## config.mk

```make
export PLATFORM = sky130hd
export DESIGN_NAME = butterfly_rad2_flat
export DESIGN_NICKNAME = d
export VERILOG_FILES = /design/src/rtl/fft_pkg.sv /design/src/rtl/bfly_if.sv /design/src/rtl/butterfly_rad2.sv /design/src/rtl/lim_qnt.sv /design/src/flat_wrapper.sv
export SDC_FILE = /design/constraint.sdc
export NUM_CORES = 2
export LEC_CHECK = 0
export BUFFER_PORTS_ARGS = -buffer_cell sky130_fd_sc_hd__buf_2
export CORE_ASPECT_RATIO = 0.8
export CORE_MARGIN = 3
export CORE_UTILIZATION = 55
export CTS_BUF_LIST = sky130_fd_sc_hd__clkbuf_4
export DETAILED_ROUTE_END_ITERATION = 10
export PLACE_DENSITY = 0.84
export SLEW_MARGIN = 20
export SYNTH_ARGS = -nofsm -noshare
export SYNTH_HDL_FRONTEND = slang
export SYNTH_SLANG_ARGS = --single-unit
```

## constraint.sdc

```tcl
create_clock -name clk -period 0.8 [get_ports clk]
set_clock_uncertainty 0.1 [all_clocks]
set_input_delay 0.12 -clock clk [delete_from_list [all_inputs] [get_ports clk]]
set_output_delay 0.12 -clock clk [all_outputs]
set_load 0.01 [all_outputs]
```

## src/rtl/fft_pkg.sv

```systemverilog
package fft_pkg;

    // ~~~~~~~~~~~~~~~~~~~~~~~~~~~~~~
    // word widths
    // ~~~~~~~~~~~~~~~~~~~~~~~~~~~~~~

    localparam int d_width   = 16; // real or imaginary part of a sample.
    localparam int w_width   = 16; // twiddle part, scale 2^(w_width-1).
    localparam int cut_width = 5;

    localparam int mul_width  = 2 * d_width; // no overflow for two most negative operands.
    localparam int full_width = mul_width + 2;

    // ~~~~~~~~~~~~~~~~~~~~~~~~~~~~~~
    // frame layout
    // ~~~~~~~~~~~~~~~~~~~~~~~~~~~~~~

    localparam int frame_len = 8;
    localparam int n_bfly    = frame_len / 2;

    // twiddles W8^k = exp(-j*2*pi*k/8), scaled by 32767.
    localparam logic signed [w_width-1:0] tw_re [n_bfly] = '{
        16'sd32767,
        16'sd23170,
        16'sd0,
        -16'sd23170
    };

    localparam logic signed [w_width-1:0] tw_im [n_bfly] = '{
        16'sd0,
        -16'sd23170,
        -16'sd32767,
        -16'sd23170
    };

endpackage

```

## src/rtl/bfly_if.sv

```systemverilog
`timescale 1ns/10ps

interface bfly_in_if;
    logic                                valid; // one-cycle strobe per frame.
    logic signed [fft_pkg::d_width-1:0]  a_re;
    logic signed [fft_pkg::d_width-1:0]  a_im;
    logic signed [fft_pkg::d_width-1:0]  b_re;
    logic signed [fft_pkg::d_width-1:0]  b_im;
    logic signed [fft_pkg::w_width-1:0]  w_re;
    logic signed [fft_pkg::w_width-1:0]  w_im;
    logic        [fft_pkg::cut_width-1:0] cut;

    modport loader (output valid, a_re, a_im, b_re, b_im, w_re, w_im, cut);
    modport bfly   (input  valid, a_re, a_im, b_re, b_im, w_re, w_im, cut);
endinterface

interface bfly_out_if;
    logic                               valid; // all butterflies strobe in the same cycle.
    logic signed [fft_pkg::d_width-1:0] c_re;
    logic signed [fft_pkg::d_width-1:0] c_im;
    logic signed [fft_pkg::d_width-1:0] d_re;
    logic signed [fft_pkg::d_width-1:0] d_im;

    modport bfly  (output valid, c_re, c_im, d_re, d_im);
    modport drain (input  valid, c_re, c_im, d_re, d_im);
endinterface

```

## src/rtl/butterfly_rad2.sv

```systemverilog
`timescale 1ns/10ps

module butterfly_rad2 (
    input  logic       clk,
    input  logic       rst_n,
    bfly_in_if.bfly    bin,
    bfly_out_if.bfly   bout
);

    logic signed [fft_pkg::mul_width-1:0]  norm_a_re;
    logic signed [fft_pkg::mul_width-1:0]  norm_a_im;

    logic signed [fft_pkg::mul_width-1:0]  br_wr;
    logic signed [fft_pkg::mul_width-1:0]  bi_wi;
    logic signed [fft_pkg::mul_width-1:0]  bi_wr;
    logic signed [fft_pkg::mul_width-1:0]  br_wi;

    logic signed [fft_pkg::mul_width:0]    mult_re;
    logic signed [fft_pkg::mul_width:0]    mult_im;

    logic signed [fft_pkg::full_width-1:0] c_re_full;
    logic signed [fft_pkg::full_width-1:0] c_im_full;
    logic signed [fft_pkg::full_width-1:0] d_re_full;
    logic signed [fft_pkg::full_width-1:0] d_im_full;

    logic signed [fft_pkg::full_width-1:0] c_re_cut;
    logic signed [fft_pkg::full_width-1:0] c_im_cut;
    logic signed [fft_pkg::full_width-1:0] d_re_cut;
    logic signed [fft_pkg::full_width-1:0] d_im_cut;

    // ~~~~~~~~~~~~~~~~~~~~~~~~~~~~~~
    // complex product B*W
    // ~~~~~~~~~~~~~~~~~~~~~~~~~~~~~~

    assign br_wr = bin.b_re * bin.w_re;
    assign bi_wi = bin.b_im * bin.w_im;
    assign bi_wr = bin.b_im * bin.w_re;
    assign br_wi = bin.b_re * bin.w_im;

    assign mult_re = br_wr - bi_wi;
    assign mult_im = bi_wr + br_wi;

    assign norm_a_re = bin.a_re <<< (fft_pkg::w_width - 1); // bring A to the twiddle scale.
    assign norm_a_im = bin.a_im <<< (fft_pkg::w_width - 1);

    assign c_re_full = norm_a_re + mult_re;
    assign c_im_full = norm_a_im + mult_im;
    assign d_re_full = norm_a_re - mult_re;
    assign d_im_full = norm_a_im - mult_im;

    assign c_re_cut = c_re_full >>> bin.cut; // truncates toward minus infinity.
    assign c_im_cut = c_im_full >>> bin.cut;
    assign d_re_cut = d_re_full >>> bin.cut;
    assign d_im_cut = d_im_full >>> bin.cut;

    lim_qnt #(.in_w(fft_pkg::full_width), .out_w(fft_pkg::d_width)) u_lim_c_re (
        .clk   (clk),
        .rst_n (rst_n),
        .en    (bin.valid),
        .din   (c_re_cut),
        .dout  (bout.c_re),
        .valid (bout.valid)
    );
    lim_qnt #(.in_w(fft_pkg::full_width), .out_w(fft_pkg::d_width)) u_lim_c_im (
        .clk   (clk),
        .rst_n (rst_n),
        .en    (bin.valid),
        .din   (c_im_cut),
        .dout  (bout.c_im),
        .valid ()
    );
    lim_qnt #(.in_w(fft_pkg::full_width), .out_w(fft_pkg::d_width)) u_lim_d_re (
        .clk   (clk),
        .rst_n (rst_n),
        .en    (bin.valid),
        .din   (d_re_cut),
        .dout  (bout.d_re),
        .valid ()
    );
    lim_qnt #(.in_w(fft_pkg::full_width), .out_w(fft_pkg::d_width)) u_lim_d_im (
        .clk   (clk),
        .rst_n (rst_n),
        .en    (bin.valid),
        .din   (d_im_cut),
        .dout  (bout.d_im),
        .valid ()
    );

endmodule

```

## src/rtl/lim_qnt.sv

```systemverilog
`timescale 1ns/10ps

module lim_qnt #(
    parameter int in_w  = fft_pkg::full_width,
    parameter int out_w = fft_pkg::d_width
) (
    input  logic                    clk,
    input  logic                    rst_n,
    input  logic                    en,
    input  logic signed [in_w-1:0]  din,
    output logic signed [out_w-1:0] dout,
    output logic                    valid
);

    localparam logic signed [in_w-1:0] pos_lim = {{(in_w-out_w+1){1'b0}}, {(out_w-1){1'b1}}};
    localparam logic signed [in_w-1:0] neg_lim = -pos_lim; // symmetric, no most negative code.

    logic signed [out_w-1:0] clamped;

    always_comb begin
        if (din > pos_lim) begin
            clamped = pos_lim[out_w-1:0];
        end else if (din < neg_lim) begin
            clamped = neg_lim[out_w-1:0];
        end else begin
            clamped = din[out_w-1:0];
        end
    end

    always_ff @(posedge clk or negedge rst_n) begin
        if (!rst_n) begin
            valid <= 1'b0;
        end else begin
            valid <= en;
        end
    end

    always_ff @(posedge clk) begin
        if (en) begin
            dout <= clamped;
        end
    end

endmodule

```

## src/flat_wrapper.sv

```systemverilog
// flat-port wrapper written by rule: the top's interface ports become plain ports
module butterfly_rad2_flat 
  (clk, rst_n, bin_valid, bin_a_re, bin_a_im, bin_b_re, bin_b_im, bin_w_re, bin_w_im, bin_cut, bout_valid, bout_c_re, bout_c_im, bout_d_re, bout_d_im);
  bfly_in_if bin_i ();
  bfly_out_if bout_i ();
  input  logic clk;
  input  logic rst_n;
  input wire logic [$bits(bin_i.valid)-1:0] bin_valid;
  input wire logic [$bits(bin_i.a_re)-1:0] bin_a_re;
  input wire logic [$bits(bin_i.a_im)-1:0] bin_a_im;
  input wire logic [$bits(bin_i.b_re)-1:0] bin_b_re;
  input wire logic [$bits(bin_i.b_im)-1:0] bin_b_im;
  input wire logic [$bits(bin_i.w_re)-1:0] bin_w_re;
  input wire logic [$bits(bin_i.w_im)-1:0] bin_w_im;
  input wire logic [$bits(bin_i.cut)-1:0] bin_cut;
  output wire logic [$bits(bout_i.valid)-1:0] bout_valid;
  output wire logic [$bits(bout_i.c_re)-1:0] bout_c_re;
  output wire logic [$bits(bout_i.c_im)-1:0] bout_c_im;
  output wire logic [$bits(bout_i.d_re)-1:0] bout_d_re;
  output wire logic [$bits(bout_i.d_im)-1:0] bout_d_im;
  assign bin_i.valid = bin_valid;
  assign bin_i.a_re = bin_a_re;
  assign bin_i.a_im = bin_a_im;
  assign bin_i.b_re = bin_b_re;
  assign bin_i.b_im = bin_b_im;
  assign bin_i.w_re = bin_w_re;
  assign bin_i.w_im = bin_w_im;
  assign bin_i.cut = bin_cut;
  assign bout_valid = bout_i.valid;
  assign bout_c_re = bout_i.c_re;
  assign bout_c_im = bout_i.c_im;
  assign bout_d_re = bout_i.d_re;
  assign bout_d_im = bout_i.d_im;
  butterfly_rad2 u_core (.clk(clk), .rst_n(rst_n), .bin(bin_i), .bout(bout_i));
endmodule
```

# == After elaboration in Yosys (flattened, before gate mapping) ==
# Index checks and enable logic that the tools add are counted.
# word_totals
reg_bits,65
latch_bits,0
mem_bits_rw,0
romBits,0
mem_count,0
# classes
n_addsub,6
mul,4
n_div,0
magnitude_cmp,8
n_eq_ne,0
n_shift,4
muxes,4
bitwise_logic,0
n_reduce_logical,4
# op_table
op,count
34-bit by 16-bit > comparator with 1-bit output (second input constant),4
34-bit by 16-bit < comparator with 1-bit output (second input constant),4
34-bit by 5-bit >>> shifter with 34-bit output,4
16-bit by 16-bit multiplier with 32-bit output,4
31-bit by 33-bit adder with 34-bit output,2
31-bit by 33-bit subtractor with 34-bit output,2
16-bit 2-to-1 mux,4
32-bit by 32-bit adder with 33-bit output,1
32-bit by 32-bit subtractor with 33-bit output,1
2-bit OR reduction,4

# == Longest topological paths before layout ==
# depth
word_depth,6
ltp_mapped,53
ltp_nobuf,51

# == Cells and area by module ==
# A second synthesis with hierarchy kept.
# hier_totals
hier_cells,6739
hier_area_um2,57580.2
# by_module_without_submodules
mod,instances,cells_each,area_per_inst_um2
butterfly_rad2,1,6463,54422.2
lim_qnt,4,69,789.5

# == Worst setup path after synthesis ==
# No wires, ideal clock.
# synth_path
path_kind,input to register
from,input port bin_b_re[10]
to,register u_core.u_lim_d_re.dout[0] (data pin)
t_arrival_ps,11541
setup_slack_ps,-11100
path_stages,48
n_path_buf,3
cell_sequence,clkbuf_1 > and2_1 > fa_1 > inv_1 > fa_1 > fa_1 > inv_1 > fa_1 > inv_1 > fa_1 > fa_1 > fa_1 > fa_1 > inv_1 > ha_1 > buf_2 > and3_1 > and3_1 > [12 not listed] > xnor2_1 > ha_1 > clkbuf_1 > inv_1 > a21oi_1 > o21bai_1 > a21o_1 > a21oi_1 > o31ai_1 > mux2_2 > a31oi_1 > o41ai_1 > nor3_1 > or4_1 > or3_4 > o41ai_4 > a31oi_2 > or2_1
# synth_via
elab_chain_len,6
# synth_lines
element,line_no,rtl
from (decl),flat_wrapper.sv:11,input wire logic [$bits(bin_i.b_re)-1:0] bin_b_re;
16-bit by 16-bit multiplier with 32-bit output *,butterfly_rad2.sv:35,assign br_wr = bin.b_re * bin.w_re;
32-bit by 32-bit subtractor with 33-bit output *,butterfly_rad2.sv:40,assign mult_re = br_wr - bi_wi;
31-bit by 33-bit subtractor with 34-bit output *,butterfly_rad2.sv:48,assign d_re_full = norm_a_re - mult_re;
34-bit by 5-bit >>> shifter with 34-bit output *,butterfly_rad2.sv:53,assign d_re_cut = d_re_full >>> bin.cut;
34-bit by 16-bit > comparator with 1-bit output / 34-bit by 16-bit < comparator with 1-bit output (equally long branches),"lim_qnt.sv:21, lim_qnt.sv:23",
2-bit OR reduction (no source line),-,
to (signal assigned),lim_qnt.sv:40,dout <= clamped;
to (decl),lim_qnt.sv:11,"output logic signed [out_w-1:0] dout,"
# Every way passes the cells marked *; elsewhere a longest branch is shown, timed or not.
# A chain may end at the register's enable or synchronous reset.

# == Final worst setup path ==
# layout_path
from,input port bin_b_re[8]
to,register u_core.u_lim_d_re.dout[0] (data pin)
# Same word-level chain as after synthesis.

==> key figures <==
Run status
  – Outcome: finished with violations
  – Failing checks: negative setup slack

Yosys
  – Synthesized area: 56080 um^2
  – Syn Area/Cell: 8.782 um^2
  – Synth Flop Type: edfxtp_1
  – Syn Nets: 8051
  – #FFs+latches synth: 65
  – Register area share after synthesis: 3.471%
  – Yosys warning count: 0
  – Post-synth EDFFs: 64
  – Synth unique cells: 118
  – Cells after synthesis: 6386
  – Asr flop ratio synth: 1.538%

Clock network
  – Clock Sink Count: 65
  – Max clock buf depth: 2
  – Hold_buf cts: 2
  – H-tree depth: 3
  – CTS tree: done
  – Clock Tree Root: clkbuf_4
  – CTS clk-pin slew, worst paths: 100 ps
  – TritonCTS Buffers: 9

Global route
  – Largest net degree at the start of global routing: 50
  – First-pass GRT wire length: 326200 um
  – Global route overflow: 0
  – GRT Util Overall: 39.96%
  – Antenna violations before repair: 12
  – Number of global-route vias before repair: 57.60k

Worst setup path
  – Critical path's slowest cell: fa_1
  – Critical path class: input port to flop
  – CP max FO: 4
  – Crit. Startpoint: bin_b_re[8]
  – Crit-path most repeated cell: fa_1
  – Req. time, crit path: 880 ps
  – Crit-path max cell delay: 600 ps
  – Arrival time worst endpoint: 11410 ps
  – CP Capture Type: flop
  – Startpoint types: input port

Hold path
  – WHS Endpoint: u_core.u_lim_c_re.valid
  – Hold Startpoint: bin_valid
  – Worst Hold Class: input port to flop
  – Hold Crit Depth: 2

Die
  – Die ar.: 105900 um^2
  – # IOs: 169
  – DIE HEIGHT: 291.6 um
  – # rows: 104
  – Die W: 363.0 um
  – Starting Density: 55.61%
  – Core box area: 100800 um^2

Placed design
  – DPL Wire Length: 179800 um
  – Global placement routability congestion: 1.054
  – Port Buf Inserts: 168
  – Dpl cell area: 68750 um^2
  – # placed instances: 8934

Detailed routing
  – Post-DR vias/cell: 5.932
  – TritonRoute pass-1 iters: 9
  – DR top layer: met5
  – Met1 wire length: 80080 um
  – DR vias: 53.99k
  – Routed len/inst: 23.56 um
  – Met3 WL post-DR: 21730 um
  – WL met2: 98400 um
  – DR DRC count: 0
  – Final wirelength: 214400 um
  – ANT nets after route: 0
  – DR iter-0 viols: 5303

Timing
  – Rel. slew slack: 47.42%
  – Fin. Hold Viols: 0
  – FMAX: 88.24 MHz
  – Tcrit/Tclk final: 1417%
  – Max-slew violations: 0
  – Worst slew pin tran: 786.7 ps
  – Worst Hold Slack: 4.291 ps
  – Setup tns final: -680630 ps
  – Post-route setup slack: -10530 ps
  – RSZ-0062 raised after global routing: yes
  – Period minus WS final: 11330 ps
  – Setup violators final: 129

Cells and area
  – Final net count: 9424
  – Layout area overhead: 29.69%
  – Multi-input combinational cell area: 51000 um^2
  – Ratio of cells with drive above 1 in the final layout: 29.56%
  – Design Area, Final: 72730 um^2
  – FF/Latch Area: 1947 um^2
  – Fillcell total: 7259
  – Non-Filler Instances: 9101

Job
  – Max-Cap Viols: 0
-- layout by cell type, fill, tap and decap left out, types with 64 or more instances in the layout --
| master | count |
|---|---|
| mux2i_1 | 82 |
| buf_4 | 1460 |
| buf_2 | 137 |
| nor2_1 | 316 |
| edfxtp_1 | 64 |
| ha_1 | 359 |
| a21oi_1 | 189 |
| inv_1 | 1027 |
| o21ai_0 | 122 |
| xnor2_1 | 115 |
| buf_6 | 75 |
| nand2_1 | 666 |
| and2_1 | 535 |
| fa_1 | 1152 |
-- repair_timing --
action / CTS / global route
resized for setup: 264 / 338
pin swaps: 142 / 188
buffers inserted: 75 / 58
endpoints found under the hold margin: 2 / 1
setup endpoints to repair: 129 / 129
cloned: 5 / 3
-- through the flow --
stage	setup WS (ps)	util, %
after detailed placement	-11350	68.17
final	-10530	72.12
after floorplan	-10530	-
after CTS	-10310	70.19
after global routing	-10910	72.11
after global placement	-11320	68.17
-- logic make-up (layout without fill, tap and decap cells) --
| family | count (synthesis) | in the layout | synth area share [%] |
|---|---|---|---|
| mux | 166 | 166 | 3.657 |
| compound gates | 1024 | 1024 | 12.73 |
| flops | 65 | 65 | 3.471 |
| buf+inv | 1452 | 2830 | 9.763 |
| other cells | 0 | 12 | 0 |
| xor+xnor | 168 | 168 | 2.637 |
| fa+ha+maj | 1561 | 1561 | 50.55 |
| simple gates | 1950 | 1950 | 17.19 |
-- cell type report --
class	instances	share of cell area (%)
Antenna cell	12	0.04129
Clock buffer	10	0.1032
Clock inverter	6	0.08085
Inverter	1064	5.522
Multi-Input combinational cell	4869	70.12
Sequential cell	65	2.677
Tap cell	1325	2.279
Timing Repair Buffer	1750	19.18
-- synthesized netlist by cell type, types with 34 or more instances --
cell / instances / area [um^2]
fa_1: 1175 / 23520
clkbuf_1: 338 / 1269
edfxtp_1: 64 / 1922
nand2b_1: 36 / 225.2
inv_1: 1054 / 3956
a21o_1: 47 / 352.8
a31oi_1: 47 / 294.0
xnor2_1: 134 / 1174
mux2_2: 47 / 529.3
ha_1: 386 / 4830
nand4_1: 37 / 231.5
nand3_1: 68 / 340.3
o211ai_1: 45 / 337.8
and2_1: 551 / 3447
a211oi_1: 55 / 412.9
and3_1: 34 / 212.7
a21oi_1: 258 / 1291
nor3_1: 66 / 330.3
nand2_1: 681 / 2556
buf_1: 40 / 150.1
mux2i_1: 92 / 920.9
nor2_1: 337 / 1265
o21ai_0: 167 / 835.8
-- registers in the layout (all words and copies together) (netlist names) --
register                 flops
u_core.u_lim_d_re.dout      16
u_core.u_lim_c_re.dout      16
u_core.u_lim_c_im.dout      16
u_core.u_lim_c_re.valid      1
u_core.u_lim_d_im.dout      16
-- layer usage --
| metal | vias up | track usage (%) |
|---|---|---|
| met1 | 26700 | 50.11 |
| li1 | 23330 | - |
| met3 | 880 | 9.480 |
| met5 | - | 0 |
| met4 | 4 | 20.97 |
| met2 | 3080 | 64.54 |
-- worst max-delay path by stage --
| stage | endpoint | slack (ps) | depth (start not counted) |
|---|---|---|---|
| 2_1_floorplan | u_core.u_lim_d_re.dout[0] | -10530 | 48 |
| 3_3_place_gp | u_core.u_lim_d_im.dout[7] | -11320 | 43 |
| 3_5_place_dp | u_core.u_lim_c_im.dout[0] | -11350 | 48 |
| 4_1_cts | u_core.u_lim_d_re.dout[10] | -10310 | 53 |
| 5_1_grt | u_core.u_lim_c_re.dout[0] | -10910 | 50 |
| 6_report | u_core.u_lim_d_re.dout[0] | -10530 | 47 |
-- critical path: cells and delay by family --
family	cells	cell delay [ps]
adders and majority gates	10	4660
AOI/OAI and AO/OA	19	3760
and+or+nand+nor	7	1720
buffers and inverters	9	720
muxes	1	260
xor gates and xnor gates	1	140
Power is left out: the tool's default activity adds up to more than one toggle a clock period on the data nets, which glitch-free logic cannot reach.
